`src/hdl/rv_isa_pkg.sv`:
```
`default_nettype none

package rv_isa_pkg;

    // instruction field widths
    localparam int OPCODE_W   = 7;
    localparam int FUNCT3_W   = 3;
    localparam int REG_ADDR_W = 5;

    typedef logic [OPCODE_W-1:0]   opcode_t;
    typedef logic [FUNCT3_W-1:0]   funct3_t;
    typedef logic [REG_ADDR_W-1:0] reg_addr_t;

    // base opcodes, RV32I
    localparam opcode_t OPC_LUI    = 7'b0110111;
    localparam opcode_t OPC_AUIPC  = 7'b0010111;
    localparam opcode_t OPC_JAL    = 7'b1101111;
    localparam opcode_t OPC_JALR   = 7'b1100111;
    localparam opcode_t OPC_BRANCH = 7'b1100011;
    localparam opcode_t OPC_LOAD   = 7'b0000011;
    localparam opcode_t OPC_STORE  = 7'b0100011;
    localparam opcode_t OPC_OP_IMM = 7'b0010011;
    localparam opcode_t OPC_OP     = 7'b0110011;
    localparam opcode_t OPC_SYSTEM = 7'b1110011;

    localparam funct3_t F3_BEQ  = 3'b000;
    localparam funct3_t F3_BNE  = 3'b001;
    localparam funct3_t F3_BLT  = 3'b100;
    localparam funct3_t F3_BGE  = 3'b101;
    localparam funct3_t F3_BLTU = 3'b110;
    localparam funct3_t F3_BGEU = 3'b111;

    localparam funct3_t F3_ADD_SUB = 3'b000; // sub only for OP with bit 30
    localparam funct3_t F3_SLL     = 3'b001;
    localparam funct3_t F3_SLT     = 3'b010;
    localparam funct3_t F3_SLTU    = 3'b011;
    localparam funct3_t F3_XOR     = 3'b100;
    localparam funct3_t F3_SR      = 3'b101; // srl / sra by bit 30
    localparam funct3_t F3_OR      = 3'b110;
    localparam funct3_t F3_AND     = 3'b111;

endpackage

`default_nettype wire
```
`src/hdl/core_pkg.sv`:
```
`default_nettype none

package core_pkg;

    typedef logic [31:0] word_t;

    typedef enum logic [3:0] {
        ALU_ADD, ALU_SUB, ALU_SLL, ALU_SLT, ALU_SLTU, ALU_XOR,
        ALU_SRL, ALU_SRA, ALU_OR, ALU_AND, ALU_PASS_B
    } alu_op_t;

    typedef enum logic [1:0] {WB_ALU, WB_MEM, WB_PC_PLUS4} wb_sel_t;

    typedef enum logic [1:0] {OPA_REG, OPA_PC, OPA_ZERO} op_a_sel_t;

    typedef struct packed {
        alu_op_t   alu_op;
        op_a_sel_t op_a_sel;
        logic      use_imm;   // operand b from immediate
        logic      reg_write;
        logic      mem_write;
        logic      mem_read;
        logic      branch;
        logic      jump;      // jal and jalr
        logic      jalr;
        wb_sel_t   wb_sel;
    } ctrl_t;

    // decode -> execute
    typedef struct packed {
        logic                  valid;
        word_t                 pc;
        word_t                 rs1_data;
        word_t                 rs2_data;
        rv_isa_pkg::reg_addr_t rs1;
        rv_isa_pkg::reg_addr_t rs2;
        rv_isa_pkg::reg_addr_t rd;
        word_t                 imm;
        rv_isa_pkg::funct3_t   funct3;
        ctrl_t                 ctrl;
    } ex_reg_t;

    // execute -> write-back
    typedef struct packed {
        logic                  valid;
        rv_isa_pkg::reg_addr_t rd;
        logic                  reg_write;
        wb_sel_t               wb_sel;
        word_t                 alu_result;
        word_t                 pc_plus4;
    } wb_reg_t;

    localparam word_t CSR_ADDR = 32'h8000_0010; // memory mapped csr output

endpackage

`default_nettype wire

```
`src/hdl/forwarding_unit.sv`:
```
`timescale 1ns/1ns
`default_nettype none

module forwarding_unit (
    input  core_pkg::ex_reg_t ex,
    input  core_pkg::wb_reg_t wb,
    input  core_pkg::word_t   wb_data,
    output core_pkg::word_t   op1,
    output core_pkg::word_t   op2
);

    logic wb_live;
    logic fwd1;
    logic fwd2;

    // a write-back that really lands in the regfile
    assign wb_live = wb.valid && wb.reg_write && (wb.rd != '0);

    assign fwd1 = wb_live && (wb.rd == ex.rs1);
    assign fwd2 = wb_live && (wb.rd == ex.rs2);

    assign op1 = fwd1 ? wb_data : ex.rs1_data;
    assign op2 = fwd2 ? wb_data : ex.rs2_data;

endmodule

`default_nettype wire

```
`config.mk`:
```
export PLATFORM = sky130hd
export DESIGN_NAME = forwarding_unit
export DESIGN_NICKNAME = d
export VERILOG_FILES = /design/src/hdl/rv_isa_pkg.sv /design/src/hdl/core_pkg.sv /design/src/hdl/forwarding_unit.sv
export SDC_FILE = /design/constraint.sdc
export NUM_CORES = 1
export LEC_CHECK = 0
export ABC_AREA = 1
export BUFFER_PORTS_ARGS = -buffer_cell sky130_fd_sc_hd__clkbuf_2
export CELL_PAD_IN_SITES_DETAIL_PLACEMENT = 0
export CELL_PAD_IN_SITES_GLOBAL_PLACEMENT = 1
export CORE_AREA = 3 3 127 129
export DETAILED_ROUTE_END_ITERATION = 6
export DIE_AREA = 0 0 130 132
export MAX_ROUTING_LAYER = met4
export PLACE_DENSITY_LB_ADDON = 0.1
export REMOVE_ABC_BUFFERS = 1
export SLEW_MARGIN = 20
export SYNTH_ARGS = -nofsm -noshare
export SYNTH_HDL_FRONTEND = slang
export SYNTH_SLANG_ARGS = --single-unit
```
`constraint.sdc`:
```
create_clock -name vclk -period 1.1
set_input_delay 0.11 -clock vclk [all_inputs]
set_output_delay 0.11 -clock vclk [all_outputs]
set_load 0.01 [all_outputs]
```
## Yosys cells after proc, flatten, opt, wreduce, memory -nomap -nowiden

Index checks and enable logic that the tools add are counted.

- Bits in registers: 0
- Bits of input ports: 267
- Output and inout bits: 64
- Logic and storage cells: 9

- Eq/ne operators: 2
- Mux-type cells: 2
- Reduce and logical (&&, ||, !) cells: 5

Operators with widths:

| cell | number |
|---|---|
| 32-bit 2-to-1 mux | 2 |
| 5-bit equality test | 2 |
| 5-bit nonzero test | 1 |
| 1-bit logical AND | 4 |

## Depth between registers and ports, before layout

- Word-level depth: 4
- Mapped depth: 9
- Depth with buffers taken out: 8

## Worst setup path after synthesis

Ideal clock, no wire load.

- Kind: input -> output
- Start point: in ex[55] (netlist bit)
- End point: out op2[10]
- Data arrival time: 0.875 ns
- Data required time: 0.990 ns
- Setup slack: 0.115 ns
- Stages on the path: 7
- Buffers on the path: 1
- Path through: xnor2_1 -> nand3_1 -> nor2_4 -> nand2_2 -> buf_6 -> nand2_1 -> nand2_1

- Cells in the longest elaborated chain, start to end: 3

Ends and longest elaborated chain:

| item | RTL line | source |
|---|---|---|
| start, declared | forwarding_unit.sv:5 | `input core_pkg::ex_reg_t ex,` |
| 5-bit equality test | forwarding_unit.sv:20 | `assign fwd2 = wb_live && (wb.rd == ex.rs2);` |
| 1-bit logical AND | forwarding_unit.sv:20 |  |
| 32-bit 2-to-1 mux | forwarding_unit.sv:23 | `assign op2 = fwd2 ? wb_data : ex.rs2_data;` |
| end, declared | forwarding_unit.sv:9 | `output core_pkg::word_t op2` |

No other way between the ends.

## Worst setup path after layout

- Start point: in wb[67] (netlist bit)
- End point: out op1[28]

- Cells in the longest elaborated chain, start to end: 4
- Elaborated cells on any way between the ends: 5
- Those cells by class: 1 x eq/ne; 1 x mux; 3 x reduce/logical

Ends and longest elaborated chain:

| item | RTL line | source |
|---|---|---|
| start, declared | forwarding_unit.sv:6 | `input core_pkg::wb_reg_t wb,` |
| 5-bit nonzero test | forwarding_unit.sv:17 | `assign wb_live = wb.valid && wb.reg_write && (wb.rd != '0);` |
| 1-bit logical AND | forwarding_unit.sv:17 |  |
| 1-bit logical AND (*) | forwarding_unit.sv:19 | `assign fwd1 = wb_live && (wb.rd == ex.rs1);` |
| 32-bit 2-to-1 mux (*) | forwarding_unit.sv:22 | `assign op1 = fwd1 ? wb_data : ex.rs1_data;` |
| end, declared | forwarding_unit.sv:8 | `output core_pkg::word_t op1,` |

Every way passes the cells marked *; elsewhere a longest branch is shown, timed or not.

==> impl_results.md <==
- Status: finished, violations left
- Failing checks: setup timing
- Busiest grt layer: met2
- Core ar.: 15100 µm²
- Gr ovfl total: 0
- Mean Syn Cell Area: 4.75 µm²
- Synthesized cell area: 1180 µm²
- Critical path type: in2out
- Post-Synthesis Cells: about 250
- ANT nets after route: 0
- CP Launch Type: primary input
- Worst path arrival time: 1240 ps
- Final setup TNS: -14670 ps
- Post-Layout Cell Count: 620
- DR DRC count: 0
- Ys Warns: 0
- Commonest cells post-synth: nand2_1 (139), nand3_1 (34), nand4_1 (32), buf_2 (12), buf_4 (6)
- DR vias: about 2400
- Slew headroom: 81.6%
- Vias in the first global route: 2390
- Row count: 45
- Total of max-cap violations: 0
- Worst hold path class: in2out
- All-Layer GR Usage: 9.84%
- Cell taking the most area after synthesis: nand2_1
- Worst Path Max Fanout: 8
- Synth top area cells: nand2_1 (44%), nand4_1 (17%), nand3_1 (14%)
- Fmax: 739 MHz
- FFs & Latches: 0
- Power Density: around 360 nW/µm²
- Largest net degree at the start of global routing: 33
- VDD IR max: around 0.00013 V
- Most common cell in the netlist: nand2_1
- Layout clock buffers: 0
- CP startpoint: wb[67]
- Fin crit share: 123%
- Hold Vio Cnt, Final: 0
- CP Capture Type: output port
- Storage element area: 0 µm²
- Min-delay src: ex[95]
- First-pass detailed-route iteration total: 4
- RSZ-0062 raised after global routing: true
- Post-placement cell count: 605
- Final Max Slew Viols: 0
- Register area share after synthesis: 0%
- WL/cell: 15.9 µm
- Synthesis-to-layout area growth: 158%
- Die X: 130 µm
- Post-DP HPWL: 6.76 mm
- Routability congestion estimate: 0.724
- Setup ws final: -253 ps
- Post-synth top area share: 44.1%
- PortBufs: around 180
- Cts-stage hold buffer count: 0
- Vias per cell: 3.83
- Grt met2 use: 17.4%
- I/O pins: approximately 330
- Fin nets: 700
- Share of layout cells above drive strength 1: 63.8%
- Fin crit period: 1350 ps
- Final WL: 9.84 mm
- Initial antenna violation count: 1
- GR Util met1: 12.5%
- Required @ worst endpoint: approximately 990 ps
- Starting Density: approximately 7.8%
- Global-route wire length before repair: between 10 and 15 mm
- Met3 usage: 1.30%
- 1st-iter DRT viols: about 40
- Netlist cell types: 15
- Die Area: 17200 µm²
- Worst slew pin tran: between 200 and 300 ps
- P_leak: 0.00167 µW
- Vert. Die Dim: 132 µm
- Final Setup Violations: 64
stage by stage:
step,hold slack [ps],total power (µW),utilization (%),cell area [µm²],setup WS (ps)
floorplan,339,324,-,1040,-711
global placement,505,874,15.6,2370,-299
detailed placement,503,862,15.6,2370,-318
CTS,504,920,17.1,2590,-280
global route,509,1190,20.2,3060,-341
finish,493,1090,20.2,3060,-253
placed cells by master, fill, tap and decap left out, drive strengths merged:
master  netlist  layout
nand4        32      32
nand2       141     141
nor2          6       6
buf          21      79
inv           7       7
xor2          5       5
diode         0       1
clkbuf        0     124
nand3        35      35
xnor2         2       2
report_power, final:
part | leakage [µW] | internal (µW) | switching, µW
sequential | 0 | 0 | 0
clock | 0.00000000634 | 0.000122 | 0
combinational | 0.00167 | 531 | 555
total | 0.00167 | 531 | 555
area by class of cell:
cell class         count  area [µm²]
diodes                 1        2.50
inverters              7        28.8
fillers             1787       12100
repair buffers       203        1510
well taps            188         235
multi-input cells    221        1280
cells by family (layout without fill, tap and decap cells):
group,count (synthesis),in the layout,share of synthesized area (%)
xor+xnor,7,7,5.18
buf+inv,28,210,14.0
other cells,0,1,0
simple gates,214,214,80.9
per-layer routing:
layer | wire [µm] | vias to the layer above
li1 | - | 1193
met4 | 108 | 0
met5 | 0 | -
met1 | 4200 | 1054
met2 | 4790 | 121
met3 | 747 | 7
worst paths after layout:
check / end / slack, ps / cells after the start
hold / removal: op2[30] / 490 / 4
setup / recovery: op1[28] / -250 / 9
what timing repair did:
action,CTS,global route
gates resized for setup,26,151
buffers inserted,5,2
pin swaps,5,40
cloned,3,5
setup endpoints to repair,64,64
critical path, cell delays in order:
cell and delay [ps]:
clkbuf_16 140, xnor2_4 130, nand2_2 80, nor2_4 180, nand3_4 150, clkbuf_16 210
nand2_1 60, nand2_1 50, buf_2 130
Note: power is estimated with default switching activity, not from simulation.
