[config.mk]
export PLATFORM = sky130hd
export DESIGN_NAME = alu
export DESIGN_NICKNAME = d
export VERILOG_FILES = /design/src/hdl/rv_isa_pkg.sv /design/src/hdl/core_pkg.sv /design/src/hdl/alu.sv
export SDC_FILE = /design/constraint.sdc
export NUM_CORES = 1
export LEC_CHECK = 0
export BUFFER_PORTS_ARGS = -buffer_cell sky130_fd_sc_hd__buf_2
export CORE_ASPECT_RATIO = 1.25
export CORE_MARGIN = 2
export CORE_UTILIZATION = 45
export DETAILED_ROUTE_END_ITERATION = 6
export PLACE_DENSITY = 0.64
export SYNTH_ARGS = -nofsm -noshare
export SYNTH_HDL_FRONTEND = slang
export SYNTH_SLANG_ARGS = --single-unit
[constraint.sdc]
create_clock -name vclk -period 4.2
set_input_delay 0.42 -clock vclk [all_inputs]
set_output_delay 0.42 -clock vclk [all_outputs]
set_load 0.02 [all_outputs]
[src/hdl/rv_isa_pkg.sv]
`default_nettype none

package rv_isa_pkg;

    // instruction field widths
    localparam int OPCODE_W   = 7;
    localparam int FUNCT3_W   = 3;
    localparam int REG_ADDR_W = 5;

    typedef logic [OPCODE_W-1:0]   opcode_t;
    typedef logic [FUNCT3_W-1:0]   funct3_t;
    typedef logic [REG_ADDR_W-1:0] reg_addr_t;

    // base opcodes, RV32I
    localparam opcode_t OPC_LUI    = 7'b0110111;
    localparam opcode_t OPC_AUIPC  = 7'b0010111;
    localparam opcode_t OPC_JAL    = 7'b1101111;
    localparam opcode_t OPC_JALR   = 7'b1100111;
    localparam opcode_t OPC_BRANCH = 7'b1100011;
    localparam opcode_t OPC_LOAD   = 7'b0000011;
    localparam opcode_t OPC_STORE  = 7'b0100011;
    localparam opcode_t OPC_OP_IMM = 7'b0010011;
    localparam opcode_t OPC_OP     = 7'b0110011;
    localparam opcode_t OPC_SYSTEM = 7'b1110011;

    localparam funct3_t F3_BEQ  = 3'b000;
    localparam funct3_t F3_BNE  = 3'b001;
    localparam funct3_t F3_BLT  = 3'b100;
    localparam funct3_t F3_BGE  = 3'b101;
    localparam funct3_t F3_BLTU = 3'b110;
    localparam funct3_t F3_BGEU = 3'b111;

    localparam funct3_t F3_ADD_SUB = 3'b000; // sub only for OP with bit 30
    localparam funct3_t F3_SLL     = 3'b001;
    localparam funct3_t F3_SLT     = 3'b010;
    localparam funct3_t F3_SLTU    = 3'b011;
    localparam funct3_t F3_XOR     = 3'b100;
    localparam funct3_t F3_SR      = 3'b101; // srl / sra by bit 30
    localparam funct3_t F3_OR      = 3'b110;
    localparam funct3_t F3_AND     = 3'b111;

endpackage

`default_nettype wire
[src/hdl/core_pkg.sv]
`default_nettype none

package core_pkg;

    typedef logic [31:0] word_t;

    typedef enum logic [3:0] {
        ALU_ADD, ALU_SUB, ALU_SLL, ALU_SLT, ALU_SLTU, ALU_XOR,
        ALU_SRL, ALU_SRA, ALU_OR, ALU_AND, ALU_PASS_B
    } alu_op_t;

    typedef enum logic [1:0] {WB_ALU, WB_MEM, WB_PC_PLUS4} wb_sel_t;

    typedef enum logic [1:0] {OPA_REG, OPA_PC, OPA_ZERO} op_a_sel_t;

    typedef struct packed {
        alu_op_t   alu_op;
        op_a_sel_t op_a_sel;
        logic      use_imm;   // operand b from immediate
        logic      reg_write;
        logic      mem_write;
        logic      mem_read;
        logic      branch;
        logic      jump;      // jal and jalr
        logic      jalr;
        wb_sel_t   wb_sel;
    } ctrl_t;

    // decode -> execute
    typedef struct packed {
        logic                  valid;
        word_t                 pc;
        word_t                 rs1_data;
        word_t                 rs2_data;
        rv_isa_pkg::reg_addr_t rs1;
        rv_isa_pkg::reg_addr_t rs2;
        rv_isa_pkg::reg_addr_t rd;
        word_t                 imm;
        rv_isa_pkg::funct3_t   funct3;
        ctrl_t                 ctrl;
    } ex_reg_t;

    // execute -> write-back
    typedef struct packed {
        logic                  valid;
        rv_isa_pkg::reg_addr_t rd;
        logic                  reg_write;
        wb_sel_t               wb_sel;
        word_t                 alu_result;
        word_t                 pc_plus4;
    } wb_reg_t;

    localparam word_t CSR_ADDR = 32'h8000_0010; // memory mapped csr output

endpackage

`default_nettype wire

[src/hdl/alu.sv]
`timescale 1ns/1ns
`default_nettype none

module alu (
    input  core_pkg::alu_op_t   op,
    input  core_pkg::word_t     a,
    input  core_pkg::word_t     b,
    input  rv_isa_pkg::funct3_t funct3,
    output core_pkg::word_t     result,
    output logic                branch_taken
);

    logic [4:0] shamt;

    assign shamt = b[4:0];

    always_comb begin
        case (op)
            core_pkg::ALU_ADD:  result = a + b;
            core_pkg::ALU_SUB:  result = a - b;
            core_pkg::ALU_SLL:  result = a << shamt;
            core_pkg::ALU_SLT:  result = {31'b0, $signed(a) < $signed(b)};
            core_pkg::ALU_SLTU: result = {31'b0, a < b};
            core_pkg::ALU_XOR:  result = a ^ b;
            core_pkg::ALU_SRL:  result = a >> shamt;
            core_pkg::ALU_SRA:  result = $signed(a) >>> shamt;
            core_pkg::ALU_OR:   result = a | b;
            core_pkg::ALU_AND:  result = a & b;
            default:            result = b; // pass_b
        endcase
    end

    // branch compare, only looked at for branches
    always_comb begin
        case (funct3)
            rv_isa_pkg::F3_BEQ:  branch_taken = (a == b);
            rv_isa_pkg::F3_BNE:  branch_taken = (a != b);
            rv_isa_pkg::F3_BLT:  branch_taken = ($signed(a) < $signed(b));
            rv_isa_pkg::F3_BGE:  branch_taken = ($signed(a) >= $signed(b));
            rv_isa_pkg::F3_BLTU: branch_taken = (a < b);
            rv_isa_pkg::F3_BGEU: branch_taken = (a >= b);
            default:             branch_taken = 1'b0;
        endcase
    end

endmodule

`default_nettype wire

-- After elaboration in Yosys (flattened, before gate mapping)
Cells that the tools add are included.
- register bits: 0
- input port bits: 71
- output and inout bits: 33
- word-level logic and storage cells: 32
- add/sub/neg operators: 2
- magnitude comparators: 4
- equality and inequality tests: 16
- shifts and indexed selects: 3
- mux-type cells: 2
- bitwise operators: 3
- reduce and logical (&&, ||, !) cells: 2
- operators with widths (cell ; number):
    32-bit one-hot mux with 10 select lines ; 1
    32-bit >= comparator ; 2
    32-bit less-than comparator ; 2
    32-bit adder ; 1
    32-bit AND ; 1
    32-bit equality test ; 1
    32-bit != test ; 1
    32-bit bitwise OR ; 1
    32-bit by 5-bit left shift with 32-bit output ; 1
    32-bit by 5-bit right shift with 32-bit output ; 1
    32-bit by 5-bit >>> shifter with 32-bit output ; 1
    32-bit subtractor ; 1
    32-bit bitwise XOR ; 1
    4-bit by 3-bit equality test with 1-bit output, second input constant ; 4
    3-bit equality test, second input constant ; 4
    4-bit by 2-bit equality test with 1-bit output, second input constant ; 2
    4-bit equality test, second input constant ; 2
    1-bit one-hot mux with 6 select lines ; 1
    4-bit by 1-bit equality test with 1-bit output, second input constant ; 1
    4-bit logical NOT ; 1
    3-bit by 1-bit equality test with 1-bit output, second input constant ; 1
    3-bit logical NOT ; 1

-- Logic depth before layout (Yosys ltp)
- word-level depth: 2
- depth in mapped cells: 15
- gate-level depth less buffers: 12

-- Worst setup path before layout
OpenSTA, ideal clock, no wires.
- kind: input-to-output
- from: in b[2]
- to: out branch_taken
- arrival: 3.723 ns
- setup slack: 0.057 ns
- stages: 13
- path buffers: 3
- path through: inv_2 -> clkbuf_1 -> clkbuf_1 -> buf_1 -> ha_1 -> inv_1 -> a21oi_2 -> o221ai_2 -> a211o_1 -> a2111oi_1 -> nor3_1 -> or3_1 -> a31oi_1
- longest elaborated chain between the ends: 2
- ends and longest elaborated chain (item ; RTL line ; RTL):
    start, declared ; alu.sv:7 ; input core_pkg::word_t b,
    32-bit >= comparator, or another cell as far along ; alu.sv:41 ; rv_isa_pkg::F3_BGEU: branch_taken = (a >= b);
    1-bit one-hot mux with 6 select lines * ; alu.sv:35 ; case (funct3)
    end, declared ; alu.sv:10 ; output logic branch_taken
Mark *: on every way between the ends. The rest lies on a longest branch, timed or not.

-- Final worst setup path
- from: in a[24]
- to: out branch_taken
- longest elaborated chain between the ends: 2
- ends and longest elaborated chain (item ; RTL line ; RTL):
    start, declared ; alu.sv:6 ; input core_pkg::word_t a,
    32-bit >= comparator, or another cell as far along ; alu.sv:41 ;
    1-bit one-hot mux with 6 select lines * ; alu.sv:35 ;
Marks and branches as above.

==> reports/qor.txt <==
Status: finished clean
Nets@finish: 1636
Synth warn: 0
Syn Area/Cell: 6.852 um2
Final Hold Vio Count: 0
Gp weighted congestion: 1.024
Filler instances: 2176
Leakage power: 4.616 nW
Sequential cell area fraction in the yosys report: 0%
Initial DRC Count: 1823
Synth area leader: ha_1
Number of I/O port buffers: 104
Slowest-stage cell, CP: or4_1
ANT nets after route: 0
Via density: 6.924
Worst Hold Class: primary input to output pin
DIE AREA: 22010 um2
Register area: 0 um2
Drt total wl: 46820 um
Crit path required time: 3780 ps
First-pass DRT Iterations: 6
Final setup viols: 0
Number of remaining DRC errors: 0
Final worst path period share: 97.82%
First-pass GRT wire length: 68570 um
Synthesized area: 9374 um2
RSZ-0062 raised after global routing: false
Slew headroom: 22.11%
Synth-to-Final Area Change: 13.53%
Layout cells sized above 1: 20.70%
Vias: 12030
Arrival time at the worst endpoint: 3690 ps
Cell variety after synth: 83
Die Y: 165.4 um
Num ports: 104
Crit Path Max Fanout: 10
N_diodes: 0
Critical-path cell list: buf_2 > inv_1 > ha_1 > inv_1 > nand3_1 > or4_1 > or4_4 > nor3b_1 > or3_1 > a31oi_1 > buf_2
Initial antenna violation count: 1
Core Area: 20600 um2
Post-synth top area share: 12.95%
Startpoint types: primary input
Critical path's largest stage delay: 590 ps
Clk_buf instances: 0
Syn Nets: 1538
Seq cells: 0
CP Capture Type: output pin
Detailed placement HPWL: 36920 um
Max_cap viols: 0
Post-Synthesis Cells: 1368
Initial Utilization: 45.51%
Most instantiated cells after synthesis: 152 x nor2_1, 143 x a21oi_1, 105 x nand2_1
Top cells by area, synth: ha_1 13%, mux4_2 12%, a21oi_1 7.6%
Power per cell area: 153.2 nW/um2
Rows: 59
Post-CTS setup buffers: 0
Largest net degree at the start of global routing: 82
Pins over their slew limit: 0
Layout Cells excl Fill: 1738
Remaining Overflow, GRT: 0
Routed WL per cell: 26.94 um
Hold_ws: 1218 ps
Slew @ Worst Pin: 1158 ps
WS Path Type: primary input to output pin
Peak supply drop: 76.93 uV
Count leader, synth: nor2_1
Power Total: 1.631 mW
Inst Count DP: 1738
Die Wd: 133.1 um
Vias in the first global route: 10930
TNS Setup: 0 ps
Total GRT Usage: 40.85%
Final min period: 4108 ps
Fmax: 243.4 MHz
per-stage QoR:
step | util (%) | worst slack, ps | instance area, um2
detailed placement | 51.53 | 154.5 | 10610
global placement | 51.53 | 165.8 | 10610
global route | 51.67 | 53.28 | 10640
floorplan | - | 56.56 | 9374
CTS | 51.53 | 126.9 | 10610
finish | 51.67 | 91.55 | 10640
layout by cell type, fill, tap and decap left out, types with 27 or more instances in the layout:
cell type and n:
nand2_1 105, buf_4 106, a21oi_1 143, nor2_1 152, o21ai_0 92, a211oi_1 29, nor3_1 36, ha_1 97
o211ai_1 27, mux2i_1 48, mux4_2 50, inv_1 89, buf_2 102
cells by family (layout without fill, tap and decap cells):
group,Yosys count,count (layout),synth area share [%]
compound gates,517,517,36.19
simple gates,406,406,19.94
buf+inv,209,305,9.290
mux,114,114,19.06
fa+ha+maj,99,99,13.37
xor+xnor,23,23,2.149
timing repair:
action	4_1_cts	5_1_grt
resized for setup	0	4
hold buffers	0	0
endpoints found under the setup margin	0	4
routing by layer:
layer | vias to the layer above | routed length [um] | global-route usage, %
met5 | - | 13 | 0
met4 | 2 | 2571 | 17.75
met3 | 168 | 5229 | 4.426
met2 | 864 | 20120 | 63.64
met1 | 5671 | 18890 | 57.28
li1 | 5329 | - | -
layout make-up:
cell class,instances,area [um2],area share (%)
Inverter,93,349.1,3.280
Multi-Input combinational cell,1159,8564,80.47
Tap cell,274,342.8,3.221
Timing Repair Buffer,212,1386,13.03
worst paths after layout:
path	startpoint	end	slack, ps	cells past startpoint
hold / removal	funct3[2]	branch_taken	1220	3
setup / recovery	a[24]	branch_taken	90	11
where the power goes:
group	internal [mW]	switching (mW)
clock network	0	0
registers	0	0
logic	0.600	1.03
total	0.600	1.03
critical path, delay by kind of cell:
family / cells / cell delay, ps
compound gates: 1 / 230
fa+ha+maj: 1 / 340
simple gates: 5 / 1870
buf+inv: 4 / 820
Power figures use the tool's default switching activity.
