### src/hdl/rv_isa_pkg.sv
`default_nettype none

package rv_isa_pkg;

    // instruction field widths
    localparam int OPCODE_W   = 7;
    localparam int FUNCT3_W   = 3;
    localparam int REG_ADDR_W = 5;

    typedef logic [OPCODE_W-1:0]   opcode_t;
    typedef logic [FUNCT3_W-1:0]   funct3_t;
    typedef logic [REG_ADDR_W-1:0] reg_addr_t;

    // base opcodes, RV32I
    localparam opcode_t OPC_LUI    = 7'b0110111;
    localparam opcode_t OPC_AUIPC  = 7'b0010111;
    localparam opcode_t OPC_JAL    = 7'b1101111;
    localparam opcode_t OPC_JALR   = 7'b1100111;
    localparam opcode_t OPC_BRANCH = 7'b1100011;
    localparam opcode_t OPC_LOAD   = 7'b0000011;
    localparam opcode_t OPC_STORE  = 7'b0100011;
    localparam opcode_t OPC_OP_IMM = 7'b0010011;
    localparam opcode_t OPC_OP     = 7'b0110011;
    localparam opcode_t OPC_SYSTEM = 7'b1110011;

    localparam funct3_t F3_BEQ  = 3'b000;
    localparam funct3_t F3_BNE  = 3'b001;
    localparam funct3_t F3_BLT  = 3'b100;
    localparam funct3_t F3_BGE  = 3'b101;
    localparam funct3_t F3_BLTU = 3'b110;
    localparam funct3_t F3_BGEU = 3'b111;

    localparam funct3_t F3_ADD_SUB = 3'b000; // sub only for OP with bit 30
    localparam funct3_t F3_SLL     = 3'b001;
    localparam funct3_t F3_SLT     = 3'b010;
    localparam funct3_t F3_SLTU    = 3'b011;
    localparam funct3_t F3_XOR     = 3'b100;
    localparam funct3_t F3_SR      = 3'b101; // srl / sra by bit 30
    localparam funct3_t F3_OR      = 3'b110;
    localparam funct3_t F3_AND     = 3'b111;

endpackage

`default_nettype wire
### src/hdl/core_pkg.sv
`default_nettype none

package core_pkg;

    typedef logic [31:0] word_t;

    typedef enum logic [3:0] {
        ALU_ADD, ALU_SUB, ALU_SLL, ALU_SLT, ALU_SLTU, ALU_XOR,
        ALU_SRL, ALU_SRA, ALU_OR, ALU_AND, ALU_PASS_B
    } alu_op_t;

    typedef enum logic [1:0] {WB_ALU, WB_MEM, WB_PC_PLUS4} wb_sel_t;

    typedef enum logic [1:0] {OPA_REG, OPA_PC, OPA_ZERO} op_a_sel_t;

    typedef struct packed {
        alu_op_t   alu_op;
        op_a_sel_t op_a_sel;
        logic      use_imm;   // operand b from immediate
        logic      reg_write;
        logic      mem_write;
        logic      mem_read;
        logic      branch;
        logic      jump;      // jal and jalr
        logic      jalr;
        wb_sel_t   wb_sel;
    } ctrl_t;

    // decode -> execute
    typedef struct packed {
        logic                  valid;
        word_t                 pc;
        word_t                 rs1_data;
        word_t                 rs2_data;
        rv_isa_pkg::reg_addr_t rs1;
        rv_isa_pkg::reg_addr_t rs2;
        rv_isa_pkg::reg_addr_t rd;
        word_t                 imm;
        rv_isa_pkg::funct3_t   funct3;
        ctrl_t                 ctrl;
    } ex_reg_t;

    // execute -> write-back
    typedef struct packed {
        logic                  valid;
        rv_isa_pkg::reg_addr_t rd;
        logic                  reg_write;
        wb_sel_t               wb_sel;
        word_t                 alu_result;
        word_t                 pc_plus4;
    } wb_reg_t;

    localparam word_t CSR_ADDR = 32'h8000_0010; // memory mapped csr output

endpackage

`default_nettype wire

### src/hdl/control_unit.sv
`timescale 1ns/1ns
`default_nettype none

module control_unit (
    input  core_pkg::word_t inst,
    output core_pkg::ctrl_t ctrl
);

    rv_isa_pkg::opcode_t opcode;
    rv_isa_pkg::funct3_t funct3;

    assign opcode = inst[6:0];
    assign funct3 = inst[14:12];

    // alt selects sub / sra
    function automatic core_pkg::alu_op_t alu_op_from(
        input rv_isa_pkg::funct3_t f3,
        input logic                alt
    );
        case (f3)
            rv_isa_pkg::F3_ADD_SUB: return alt ? core_pkg::ALU_SUB : core_pkg::ALU_ADD;
            rv_isa_pkg::F3_SLL:     return core_pkg::ALU_SLL;
            rv_isa_pkg::F3_SLT:     return core_pkg::ALU_SLT;
            rv_isa_pkg::F3_SLTU:    return core_pkg::ALU_SLTU;
            rv_isa_pkg::F3_XOR:     return core_pkg::ALU_XOR;
            rv_isa_pkg::F3_SR:      return alt ? core_pkg::ALU_SRA : core_pkg::ALU_SRL;
            rv_isa_pkg::F3_OR:      return core_pkg::ALU_OR;
            default:                return core_pkg::ALU_AND;
        endcase
    endfunction

    always_comb begin
        ctrl        = '0;               // no writes, acts as a bubble
        ctrl.alu_op = core_pkg::ALU_PASS_B;
        case (opcode)
            rv_isa_pkg::OPC_LUI: begin
                ctrl.alu_op    = core_pkg::ALU_ADD;
                ctrl.op_a_sel  = core_pkg::OPA_ZERO; // 0 + imm
                ctrl.use_imm   = 1'b1;
                ctrl.reg_write = 1'b1;
            end
            rv_isa_pkg::OPC_AUIPC: begin
                ctrl.alu_op    = core_pkg::ALU_ADD;
                ctrl.op_a_sel  = core_pkg::OPA_PC;
                ctrl.use_imm   = 1'b1;
                ctrl.reg_write = 1'b1;
            end
            rv_isa_pkg::OPC_JAL: begin
                ctrl.jump      = 1'b1;
                ctrl.reg_write = 1'b1;
                ctrl.wb_sel    = core_pkg::WB_PC_PLUS4;
            end
            rv_isa_pkg::OPC_JALR: begin
                ctrl.alu_op    = core_pkg::ALU_ADD; // target from the alu
                ctrl.use_imm   = 1'b1;
                ctrl.jump      = 1'b1;
                ctrl.jalr      = 1'b1;
                ctrl.reg_write = 1'b1;
                ctrl.wb_sel    = core_pkg::WB_PC_PLUS4;
            end
            rv_isa_pkg::OPC_BRANCH: begin
                ctrl.alu_op = core_pkg::ALU_SUB;
                ctrl.branch = 1'b1;
            end
            rv_isa_pkg::OPC_LOAD: begin
                ctrl.alu_op    = core_pkg::ALU_ADD;
                ctrl.use_imm   = 1'b1;
                ctrl.mem_read  = 1'b1;
                ctrl.reg_write = 1'b1;
                ctrl.wb_sel    = core_pkg::WB_MEM;
            end
            rv_isa_pkg::OPC_STORE: begin
                ctrl.alu_op    = core_pkg::ALU_ADD;
                ctrl.use_imm   = 1'b1;
                ctrl.mem_write = 1'b1;
            end
            rv_isa_pkg::OPC_OP_IMM: begin
                // bit 30 is part of the immediate except for shifts
                ctrl.alu_op    = alu_op_from(funct3, inst[30] && funct3 == rv_isa_pkg::F3_SR);
                ctrl.use_imm   = 1'b1;
                ctrl.reg_write = 1'b1;
            end
            rv_isa_pkg::OPC_OP: begin
                ctrl.alu_op    = alu_op_from(funct3, inst[30]);
                ctrl.reg_write = 1'b1;
            end
            rv_isa_pkg::OPC_SYSTEM: begin
                // ecall, ebreak and csr ops are not supported, run as nop
            end
            default: begin
            end
        endcase
    end

endmodule

`default_nettype wire

### config.mk
export PLATFORM = sky130hd
export DESIGN_NAME = control_unit
export DESIGN_NICKNAME = d
export VERILOG_FILES = /design/src/hdl/rv_isa_pkg.sv /design/src/hdl/core_pkg.sv /design/src/hdl/control_unit.sv
export SDC_FILE = /design/constraint.sdc
export NUM_CORES = 1
export LEC_CHECK = 0
export BUFFER_PORTS_ARGS = -buffer_cell sky130_fd_sc_hd__buf_2
export CORE_AREA = 4 4 41 43
export DETAILED_ROUTE_END_ITERATION = 7
export DIE_AREA = 0 0 45 47
export MAX_ROUTING_LAYER = met4
export SLEW_MARGIN = 10
export SYNTH_ARGS = -nofsm -noshare
export SYNTH_HDL_FRONTEND = slang
export SYNTH_SLANG_ARGS = --single-unit
### constraint.sdc
create_clock -name vclk -period 1.04
set_clock_uncertainty 0.15 [all_clocks]
set_input_delay 0.052 -clock vclk [all_inputs]
set_output_delay 0.052 -clock vclk [all_outputs]
set_load 0.02 [all_outputs]
* After elaboration in Yosys (flattened, before gate mapping) *
Cells that the tools add are included.

word-level totals
  bits in registers = 0
  input port bits = 32
  output and inout port bits = 15
  logic and storage cells = 37

operators by class
  equal/unequal tests = 15
  multiplexer cells = 16
  reductions and logical operators = 6

operators with widths
  operator            count
  $pmux 4 s7          2
  $eq 7x6->1 const B  3
  $eq 7x7->1 const B  3
  $pmux 4 s4          1
  $eq 7x5->1 const B  2
  $mux 1              11
  $eq 3x3->1 const B  3
  $pmux 2 s2          2
  $eq 7x2->1 const B  1
  $reduce_or 7->1     1
  $eq 3x2->1 const B  2
  $reduce_or 6->1     1
  $reduce_or 5->1     1
  $eq 3x1->1 const B  1
  $logic_not 3->1     1
  $reduce_or 2->1     1
  $logic_and 1x1->1   1

* Logic depth before layout (Yosys ltp) *
  word-level depth = 5
  depth in mapped cells = 5
  gate-level depth less buffers = 4

* Least setup slack after synthesis *
No wires, ideal clock.

  path kind = input-to-output
  from = input port inst[1]
  to = output port ctrl[0] (netlist bit)
  data arrival time = 1.121 ns
  data required time = 0.838 ns
  slack = -0.283 ns
  stages on the path = 3
  path buffers = 0
  cells stage by stage = nand2_2 -> or3_4 -> nor4_1

RTL lines
  element             line               text
  start: declaration  control_unit.sv:5  input core_pkg::word_t inst,
  end: declaration    control_unit.sv:6  output core_pkg::ctrl_t ctrl

==> metrics <==
Final setup violation count=6; Comb pwr share=100.0%; Slowest-stage cell, CP=or3_4; sequential cell count=0; Area contributors post-synth=nor2_1, nor4_1, o21ai_0; number of top-level pins=47; leakage=0.000288 uW; Commonest cells post-synth=nor2_1, nor4_1, o21ai_0, nand2_1, nand3_1; HP Class=input port to output port; internal power=111 uW; Cells after Synth=44; worst vdd ir=0.000153 V; post-route cell area=704 sq um; # rows=13; RSZ-0062 raised after global routing=true; area grow syn2layout=177%; CP top delay family=simple AND/OR/NAND/NOR gates; crit path kind=input port to output port; post-synthesis simple-gate area fraction=62.1%; vias per inst=4.93; # port buffers=26; end point of the critical path=ctrl[5]; post-synthesis sequential area ratio=0%; initial core utilization=19.5%; switch share=50.1%; CP Launch Type=input port; syn nets=76; final wirelength=1.35 mm; Nets=115; crit share post-route=110%; Critical Path Stages=4; Final min period=1.14 ns; power per cell area=316 mW/mm^2; crit-path max FO=5; top cell type's share of synthesized area=13.3%; Max Slew Vio Count=0; core area=0.00130 sq mm; largest net degree at the start of global routing=8; final-report hold violation count=0; Highest Clock Rate=878 MHz; CP max stage delay=0.44 ns; die width=45 um; Slew HR=86.6%; # diodes=0; Synth area leader=nor2_1; top-count cell post-synth=nor2_1; mux cell area share after synthesis=0%; compound-gate portion of the synthesized area=32.5%; status=complete, but fails checks; global-route wire length before repair=1.78 mm; initial antenna violation count=0; switching pwr=111 uW; die area=0.00212 sq mm; DRC=0; Total Routing Usage GR=11.5%; register area=0 sq um; Area after DPL=514 sq um; Worst Path Buf+Inv=2; Seq pwr share=0%; Slew @ Worst Pin=0.200 ns; RePlAce Congestion=0.754; Post-Synth XOR/XNOR Area=0%; wire per inst=14.1 um; worst-path cell chain=buf_8 > or3_4 > nor4_2 > buf_4; worst path arrival time=0.94 ns; failing checks=setup timing; share of layout cells above drive strength 1=72.8%; main combinational cell family by area after synthesis=simple AND/OR/NAND/NOR gates; area of the multi-input gates=347 sq um; Critical path origin=inst[2]; CLK BUF=0; DR vias=473; GRT overflow=0; maxcap violations=0; ANT nets after route=0; syn avg cell area=5.77 sq um; post-place setup slack=-0.159 ns; total power=223 uW; post-DP HPWL=884 um; # fillers=124; Die Height=47 um; DR iter-0 viols=3; final setup slack of the worst path=-0.0995 ns; vias in the first global route=415; TritonRoute pass-1 iters=2; Clk pwr share=0%; Synth Area in Adders=0%; Worst Path Required=0.84 ns; Netlist cell types=22; critical path endpoint category=output port; yosys warns=0; synthesized area=254 sq um
## cells by family after synthesis
| family | after synthesis |
|---|---|
| buffers and inverters | 3 |
| AO/OA/AOI/OAI | 12 |
| AND/OR/NAND/NOR | 29 |
## repair_timing
| item | CTS | global route |
|---|---|---|
| hold buffers | 0 | 0 |
| setup buffers | 0 | 0 |
| endpoints found under the setup margin | 11 | 11 |
| endpoints found under the hold margin | 0 | 0 |
| resized for setup | 20 | 32 |
| pin swaps | 9 | 7 |
| gates cloned | 0 | 0 |
## cell type report
class | count | share of cell area (%)
Inverter | 1 | 0.888
Tap cell | 15 | 2.66
Timing Repair Buffer | 39 | 47.2
Multi-Input combinational cell | 41 | 49.2
## metal layers
metal  global-route usage [%]  wire (um)  vias to the layer above  share of wire, %
li1                         -          -                      238                 -
met1                     14.6        501                      211                37
met2                     20.6        746                       20                55
met3                        0         69                        4               5.1
met4                     2.34         37                        0               2.7
met5                        -          0                        -                 0
## power groups by stage
stage	registers (uW)	logic (uW)	clock network, uW
finish	0	223	0
global route	0	239	0
CTS	0	176	0
detailed placement	0	154	0
global placement	0	152	0
floorplan	0	68.8	0
## how the worst min path moves through the flow
| stage | start | to | cells past startpoint |
|---|---|---|---|
| 2_1_floorplan | inst[4] | ctrl[0] | 1 |
| 6_report | inst[6] | ctrl[6] | 3 |
| 3_3_place_gp | inst[6] | ctrl[6] | 3 |
| 3_5_place_dp | inst[6] | ctrl[6] | 3 |
| 4_1_cts | inst[6] | ctrl[6] | 3 |
| 5_1_grt | inst[6] | ctrl[6] | 3 |
## cells in the final DEF, fill, tap and decap left out
cell,n
a211o_1,1
a211oi_1,1
a211oi_4,1
a21boi_2,1
a21oi_1,1
a21oi_2,1
buf_2,11
buf_4,13
buf_6,12
buf_8,3
inv_4,1
nand2_1,2
nand2_2,1
nand2_4,1
nand2b_1,2
nand3_1,2
nand3_2,1
nand3b_1,2
nor2_1,5
nor2_2,3
nor2_4,1
nor2b_1,1
nor2b_4,1
nor3_2,1
nor3b_1,1
nor4_2,2
nor4_4,2
o211ai_1,1
o21ai_0,2
o21ai_1,1
o21ai_2,1
o311ai_2,1
or3_4,1
## metrics by stage
step	TNS (ns)	hold WS (ns)	cells	util, %
after floorplan	-0.522	0.00666	44	-
after global placement	-0.650	0.274	96	39.5
after detailed placement	-0.753	0.271	96	39.5
after CTS	-0.453	0.271	96	44.9
after global routing	-0.703	0.239	96	54.1
final	-0.347	0.226	96	54.1
Note: power is estimated with default switching activity, not from simulation.
