### src/hdl/rv_isa_pkg.sv
`default_nettype none

package rv_isa_pkg;

    // instruction field widths
    localparam int OPCODE_W   = 7;
    localparam int FUNCT3_W   = 3;
    localparam int REG_ADDR_W = 5;

    typedef logic [OPCODE_W-1:0]   opcode_t;
    typedef logic [FUNCT3_W-1:0]   funct3_t;
    typedef logic [REG_ADDR_W-1:0] reg_addr_t;

    // base opcodes, RV32I
    localparam opcode_t OPC_LUI    = 7'b0110111;
    localparam opcode_t OPC_AUIPC  = 7'b0010111;
    localparam opcode_t OPC_JAL    = 7'b1101111;
    localparam opcode_t OPC_JALR   = 7'b1100111;
    localparam opcode_t OPC_BRANCH = 7'b1100011;
    localparam opcode_t OPC_LOAD   = 7'b0000011;
    localparam opcode_t OPC_STORE  = 7'b0100011;
    localparam opcode_t OPC_OP_IMM = 7'b0010011;
    localparam opcode_t OPC_OP     = 7'b0110011;
    localparam opcode_t OPC_SYSTEM = 7'b1110011;

    localparam funct3_t F3_BEQ  = 3'b000;
    localparam funct3_t F3_BNE  = 3'b001;
    localparam funct3_t F3_BLT  = 3'b100;
    localparam funct3_t F3_BGE  = 3'b101;
    localparam funct3_t F3_BLTU = 3'b110;
    localparam funct3_t F3_BGEU = 3'b111;

    localparam funct3_t F3_ADD_SUB = 3'b000; // sub only for OP with bit 30
    localparam funct3_t F3_SLL     = 3'b001;
    localparam funct3_t F3_SLT     = 3'b010;
    localparam funct3_t F3_SLTU    = 3'b011;
    localparam funct3_t F3_XOR     = 3'b100;
    localparam funct3_t F3_SR      = 3'b101; // srl / sra by bit 30
    localparam funct3_t F3_OR      = 3'b110;
    localparam funct3_t F3_AND     = 3'b111;

endpackage

`default_nettype wire
### src/hdl/core_pkg.sv
`default_nettype none

package core_pkg;

    typedef logic [31:0] word_t;

    typedef enum logic [3:0] {
        ALU_ADD, ALU_SUB, ALU_SLL, ALU_SLT, ALU_SLTU, ALU_XOR,
        ALU_SRL, ALU_SRA, ALU_OR, ALU_AND, ALU_PASS_B
    } alu_op_t;

    typedef enum logic [1:0] {WB_ALU, WB_MEM, WB_PC_PLUS4} wb_sel_t;

    typedef enum logic [1:0] {OPA_REG, OPA_PC, OPA_ZERO} op_a_sel_t;

    typedef struct packed {
        alu_op_t   alu_op;
        op_a_sel_t op_a_sel;
        logic      use_imm;   // operand b from immediate
        logic      reg_write;
        logic      mem_write;
        logic      mem_read;
        logic      branch;
        logic      jump;      // jal and jalr
        logic      jalr;
        wb_sel_t   wb_sel;
    } ctrl_t;

    // decode -> execute
    typedef struct packed {
        logic                  valid;
        word_t                 pc;
        word_t                 rs1_data;
        word_t                 rs2_data;
        rv_isa_pkg::reg_addr_t rs1;
        rv_isa_pkg::reg_addr_t rs2;
        rv_isa_pkg::reg_addr_t rd;
        word_t                 imm;
        rv_isa_pkg::funct3_t   funct3;
        ctrl_t                 ctrl;
    } ex_reg_t;

    // execute -> write-back
    typedef struct packed {
        logic                  valid;
        rv_isa_pkg::reg_addr_t rd;
        logic                  reg_write;
        wb_sel_t               wb_sel;
        word_t                 alu_result;
        word_t                 pc_plus4;
    } wb_reg_t;

    localparam word_t CSR_ADDR = 32'h8000_0010; // memory mapped csr output

endpackage

`default_nettype wire

### src/hdl/regfile.sv
`timescale 1ns/1ns
`default_nettype none

module regfile (
    input  logic                  clk,
    input  logic                  arst_n,
    input  rv_isa_pkg::reg_addr_t ra1,
    input  rv_isa_pkg::reg_addr_t ra2,
    output core_pkg::word_t       rd1,
    output core_pkg::word_t       rd2,
    input  logic                  we,
    input  rv_isa_pkg::reg_addr_t wa,
    input  core_pkg::word_t       wd
);

    core_pkg::word_t regs [32];
    logic            wr_live;

    assign wr_live = we && (wa != '0); // x0 stays zero

    always_ff @(posedge clk or negedge arst_n) begin
        if (!arst_n) begin
            for (int i = 0; i < 32; i++) begin
                regs[i] <= '0;
            end
        end else if (wr_live) begin
            regs[wa] <= wd;
        end
    end

    // write-through so decode sees the value retiring this cycle
    assign rd1 = (wr_live && wa == ra1) ? wd : regs[ra1];
    assign rd2 = (wr_live && wa == ra2) ? wd : regs[ra2];

endmodule

`default_nettype wire

### config.mk
export PLATFORM = sky130hd
export DESIGN_NAME = regfile
export DESIGN_NICKNAME = d
export VERILOG_FILES = /design/src/hdl/rv_isa_pkg.sv /design/src/hdl/core_pkg.sv /design/src/hdl/regfile.sv
export SDC_FILE = /design/constraint.sdc
export NUM_CORES = 2
export LEC_CHECK = 0
export ABC_AREA = 0
export BUFFER_PORTS_ARGS = -buffer_cell sky130_fd_sc_hd__buf_2
export CAP_MARGIN = 20
export CORE_MARGIN = 1.5
export CORE_UTILIZATION = 60
export CTS_BUF_LIST = sky130_fd_sc_hd__clkbuf_4 sky130_fd_sc_hd__clkbuf_8
export CTS_CLUSTER_SIZE = 14
export DETAILED_ROUTE_END_ITERATION = 6
export PLACE_DENSITY = 0.77
export SLEW_MARGIN = 15
export SYNTH_ARGS = -nofsm -noshare
export SYNTH_HDL_FRONTEND = slang
export SYNTH_SLANG_ARGS = --single-unit
### constraint.sdc
create_clock -name clk -period 2.65 [get_ports clk]
set_input_delay 0.265 -clock clk [delete_from_list [all_inputs] [get_ports clk]]
set_output_delay 0.265 -clock clk [all_outputs]
set_load 0.05 [all_outputs]
# Word level (Yosys, flattened, before mapping)
# Index checks and enable logic that the tools add are counted.
[word_totals]
ff_bits = 1024
in_bits = 50
output_inout_bits = 64
[op_classes]
magnitude_cmp = 4
eq_ne = 2
n_mux = 11
bitwise = 3
reduce_logical = 5
[op_table]
columns = ["operator", "n"]
rows = [
  ["1024-bit bitwise mux", 1],
  ["32-bit binary-select mux with 5-bit select", 2],
  ["32-bit two-way mux", 7],
  ["32-bit demux with 5-bit select", 1],
  ["6-bit >= comparator, second input constant", 3],
  ["5-bit inverter with 6-bit output", 3],
  ["5-bit equality test", 2],
  ["6-bit by 1-bit less-than comparator with 1-bit output, second input constant", 1],
  ["5-bit nonzero test", 1],
  ["1-bit logical AND", 4],
]

# Logic depth before layout (Yosys ltp)
[logic_depth]
word_depth = 6
depth_mapped = 8
mapped_depth_nobuf = 5

# Worst setup path before layout
# No wires, ideal clock.
[synth_path]
path_type = "input to output"
start = "input port ra2[0]"
end = "output port rd2[29]"
t_arrival_ps = 2358
required_ps = 2385
path_slack_ps = 27
path_stages = 7
path_buffers = 3
cell_sequence = "buf_2 buf_4 buf_4 mux4_2 o22ai_1 or4_1 o21ai_1"
[synth_between]
elab_chain_cells = 5
[synth_lines]
columns = ["element", "line_no", "source"]
rows = [
  ["start, declared", "regfile.sv:8", "input rv_isa_pkg::reg_addr_t ra2,"],
  ["5-bit inverter with 6-bit output (implied by the code)", "regfile.sv:33", "assign rd2 = (wr_live && wa == ra2) ? wd : regs[ra2];"],
  ["32-bit binary-select mux with 5-bit select", "regfile.sv:33", ""],
  ["32-bit two-way mux (implied by the code) (2 in a row)", "regfile.sv:33", ""],
  ["32-bit two-way mux *", "regfile.sv:33", ""],
  ["end, declared", "regfile.sv:10", "output core_pkg::word_t rd2,"],
]
# Mark *: on every way between the ends. The rest lies on a longest branch, timed or not. The select of a mux whose other input is x is not followed.

# Final worst setup path
[layout_path]
start = "register regs[798] (netlist name)"
end = "output port rd1[30]"
[layout_between]
elab_chain_cells = 4
[layout_lines]
columns = ["element", "line_no", "source"]
rows = [
  ["start, declared", "regfile.sv:16", "core_pkg::word_t regs [32];"],
  ["start signal, assigned by index", "regfile.sv:27", "regs[wa] <= wd;"],
  ["32-bit binary-select mux with 5-bit select", "regfile.sv:32", "assign rd1 = (wr_live && wa == ra1) ? wd : regs[ra1];"],
  ["32-bit two-way mux (implied by the code) (2 in a row)", "regfile.sv:32", ""],
  ["32-bit two-way mux", "regfile.sv:32", ""],
  ["end, declared", "regfile.sv:9", "output core_pkg::word_t rd1,"],
]
# Every way passes these cells. The select of a mux whose other input is x is not followed.

==> results.cfg <==
[global_route]
globalRoute.totalOverflow = 0
antenna_found_initial = 7
gr-usage-all-layers = 0.376
grt_start_max_net_pins = 84
wire_length_of_the_first_global_routing_pass_um = 249000
first_global_vias = 38400

[worst_setup_path]
cp.required_ns = 2.38
r2r_end = regs[746]
critical_path.endpoint_type = output pin
worst_r2r_startpoint = regs[746]
r2r_slack_ns = 1.57
ff2ff_path_depth = 3
worst-setup-path-type = flop to output pin
crit_path_start_kind = flop
path_max_fanout = 2
cp.arrival_ns = 2.91

[outcome]
failing_checks = negative setup slack
run_status = finished, violations left

[sta]
timing.final.crit_period_ns = 3.17
setup_viol = 64
finalHoldViolCount = 0
finalWorstSetupSlack_ns = -0.524
worst_clock_skew_ns = 0
rsz_0062_raised_after_global_routing = true
slew_headroom = 0.315
final.period_utilization = 1.20
report.final.slew_viol_count = 0
fin_tns_setup_ns = -5.45
worstMarginPinSlew_ns = 1.03
max_freq_mhz = 315

[floorplan]
chipWidth_um = 301
top_level_ports = 114
die_h_um = 301
core_sq_um = 88400
design.die.area_sq_um = 90900
initial_utilization = 0.605
row_count = 109

[finish]
largestRegisters = regs: 1024 flops
number_of_flip_flops_under_the_largest_register_name = 1024
regMostFlops = regs
drive_above_1_share = 0.553
layout-area-overhead-vs-synth_pct = 16.9
nNetsFinal = 3697
n_fill_cell = 5432

[route]
dr.first_iter.drc_count = 4454
vias = 36300
drt_pass1_iterations = 5
ant_nets = 0
detail_route.wl_per_cell_um = 33.9
route.final.wire_length_um = 167000
drc = 0
post_drt_via_cell_ratio = 7.35

[pwr]
power.leakage_nw = 27.2
netSwitchingPower_mw = 13.1
power_per_cell_area_nw_per_um2 = 734
power_frac_seq = 0.456
p_int_mw = 32.7
power_switching_share = 0.287
vdd.ir_drop.worst_uv = 546
combPwrFrac = 0.228
totalPowerFinal_mw = 45.9
power.share.clock = 0.316

[run]
maxCapViolCount = 0

[yosys]
synth-seq-cells = 1024
synthesis.area_per_instance_sq_um = 15.3
post_syn_instances = 3483
synth-warning-count = 0
postSynthNetCount = 3533
synth.cell_area_sq_um = 53400
yosysSeqAreaShare = 0.479
synth.distinct_cells = 41

[cts]
cts_num_sinks = 1024
insertion_delay_ns = 0.84
ctsRootBufferMaster = sky130_fd_sc_hd__clkbuf_8
cts.htree.levels = 4
cts-root-to-sink-buffers = 3
worst_setup_hold_path_clk_slew_ns = 0.07
cts_buffers = 167
cts_tree = built

[place]
dp.final_hpwl_um = 98100
routabilityCongestion = 0.888
place.port_buffers = 113

[worst_hold_path]
hp-class = input pin to async pin
[Yosys cell counts (all sizes together)]
cell	n	area [sq um]
a2111oi	1	8.76
a211oi	2	15.0
a21bo	1	10.0
a21oi	1	5.00
a221o	1	10.0
a221oi	2	17.5
a32oi	1	8.76
and2	2	12.5
and3	1	6.26
and3b	1	8.76
buf	191	1090
clkbuf	221	833
dfrtp	1024	25600
inv	3	11.3
mux2	993	11200
mux2i	6	60.1
mux4	511	11500
nand2	83	312
nand3	10	50.1
nand3b	7	52.6
nor2	22	82.6
nor2b	3	18.8
nor3	1	5.00
nor3b	4	30.0
nor4	2	18.8
o211ai	1	7.51
o21ai	62	310
o22ai	248	1550
or2	1	6.26
or3	3	18.8
or3b	2	17.5
or4	62	465
xnor2	6	52.6
xor2	4	35.0
[through the flow]
stage	hold WS [ns]	std cells	setup slack [ns]	util	area, sq um
2_1_floorplan	-0.0306	3483	0.0272	-	53400
3_3_place_gp	0.317	4577	-0.00649	0.644	56900
3_5_place_dp	0.323	4577	-0.0701	0.644	56900
4_1_cts	0.00112	4904	-0.543	0.700	61900
5_1_grt	0.0428	4931	-0.581	0.707	62500
6_report	0.0359	4935	-0.524	0.707	62500
[cell families after synthesis]
group / count (synthesis) / synth area share
compound gates: 320 / 0.0364
xor+xnor: 10 / 0.00164
buf+inv: 415 / 0.0362
flops: 1024 / 0.479
mux: 1510 / 0.426
simple gates: 204 / 0.0207
[worst max-delay path, cell delays in order (launching register included)]
cell	delay [ns]
sky130_fd_sc_hd__dfrtp_1	0.39
sky130_fd_sc_hd__mux4_2	0.48
sky130_fd_sc_hd__mux4_2	0.51
sky130_fd_sc_hd__nand2_2	0.09
sky130_fd_sc_hd__nand3_2	0.08
sky130_fd_sc_hd__mux2_4	0.33
sky130_fd_sc_hd__buf_8	0.16
[routing by layer]
layer,routed length [um],GRT usage,vias to the layer above,part of all wire
met5,58,0,-,0.00035
met4,8820,0.199,10,0.053
met3,19800,0.118,598,0.12
met2,77600,0.562,2543,0.46
met1,60800,0.498,19200,0.36
li1,-,-,14000,-
[repair_timing]
item | CTS | global route
endpoints found under the setup margin | 64 | 64
endpoints found under the hold margin | 908 | 0
hold buffers | 7 | 0
pin swaps | 77 | 79
buffers inserted | 35 | 24
resized for setup | 284 | 67
[layout by cell type (no fill, tap or decap), drive strengths merged, types with 2 or more instances in the layout]
cell	count
dfrtp	1024
mux2	993
mux4	511
buf	400
clkbuf	248
o22ai	248
nand2	83
or4	62
o21ai	62
nor2	22
clkinv	21
inv	14
nand3	10
diode	7
nand3b	7
dlygate4sd3	7
mux2i	6
xnor2	6
xor2	4
nor3b	4
nor2b	3
or3	3
bufinv	3
and2	2
a221oi	2
clkinvlp	2
nor4	2
a211oi	2
or3b	2
[power groups by stage]
stage	clock [mW]	combinational, mW	sequential, mW
2_1_floorplan	0	7.13	20.2
3_3_place_gp	0	9.00	20.5
3_5_place_dp	0	9.39	21.0
4_1_cts	14.6	10.2	20.7
5_1_grt	15.3	11.0	21.2
6_report	14.5	10.5	20.9
[worst max path at each step]
stage               startpoint  slack (ns)  depth (start not counted)  endpoint
floorplan               ra2[0]        0.03                          7   rd2[29]
global placement         wa[4]      -0.006                         10    rd2[9]
detailed placement       wa[1]       -0.07                          9    rd2[4]
CTS                  regs[862]       -0.54                          6   rd1[30]
global route         regs[798]       -0.58                          6   rd1[30]
finish               regs[798]       -0.52                          6   rd1[30]
[layout make-up]
type / instances / area (sq um) / share of cell area
multi-input combinational: 2044 / 27300 / 0.436
clock buffer: 248 / 3160 / 0.0506
tap: 1165 / 1460 / 0.0233
sequential: 1024 / 25600 / 0.410
inverter: 3 / 11.3 / 0.000180
timing repair buffer: 407 / 4620 / 0.0739
clock inverter: 37 / 320 / 0.00513
antenna: 7 / 17.5 / 0.000280
(Power assumes the default switching activity.)
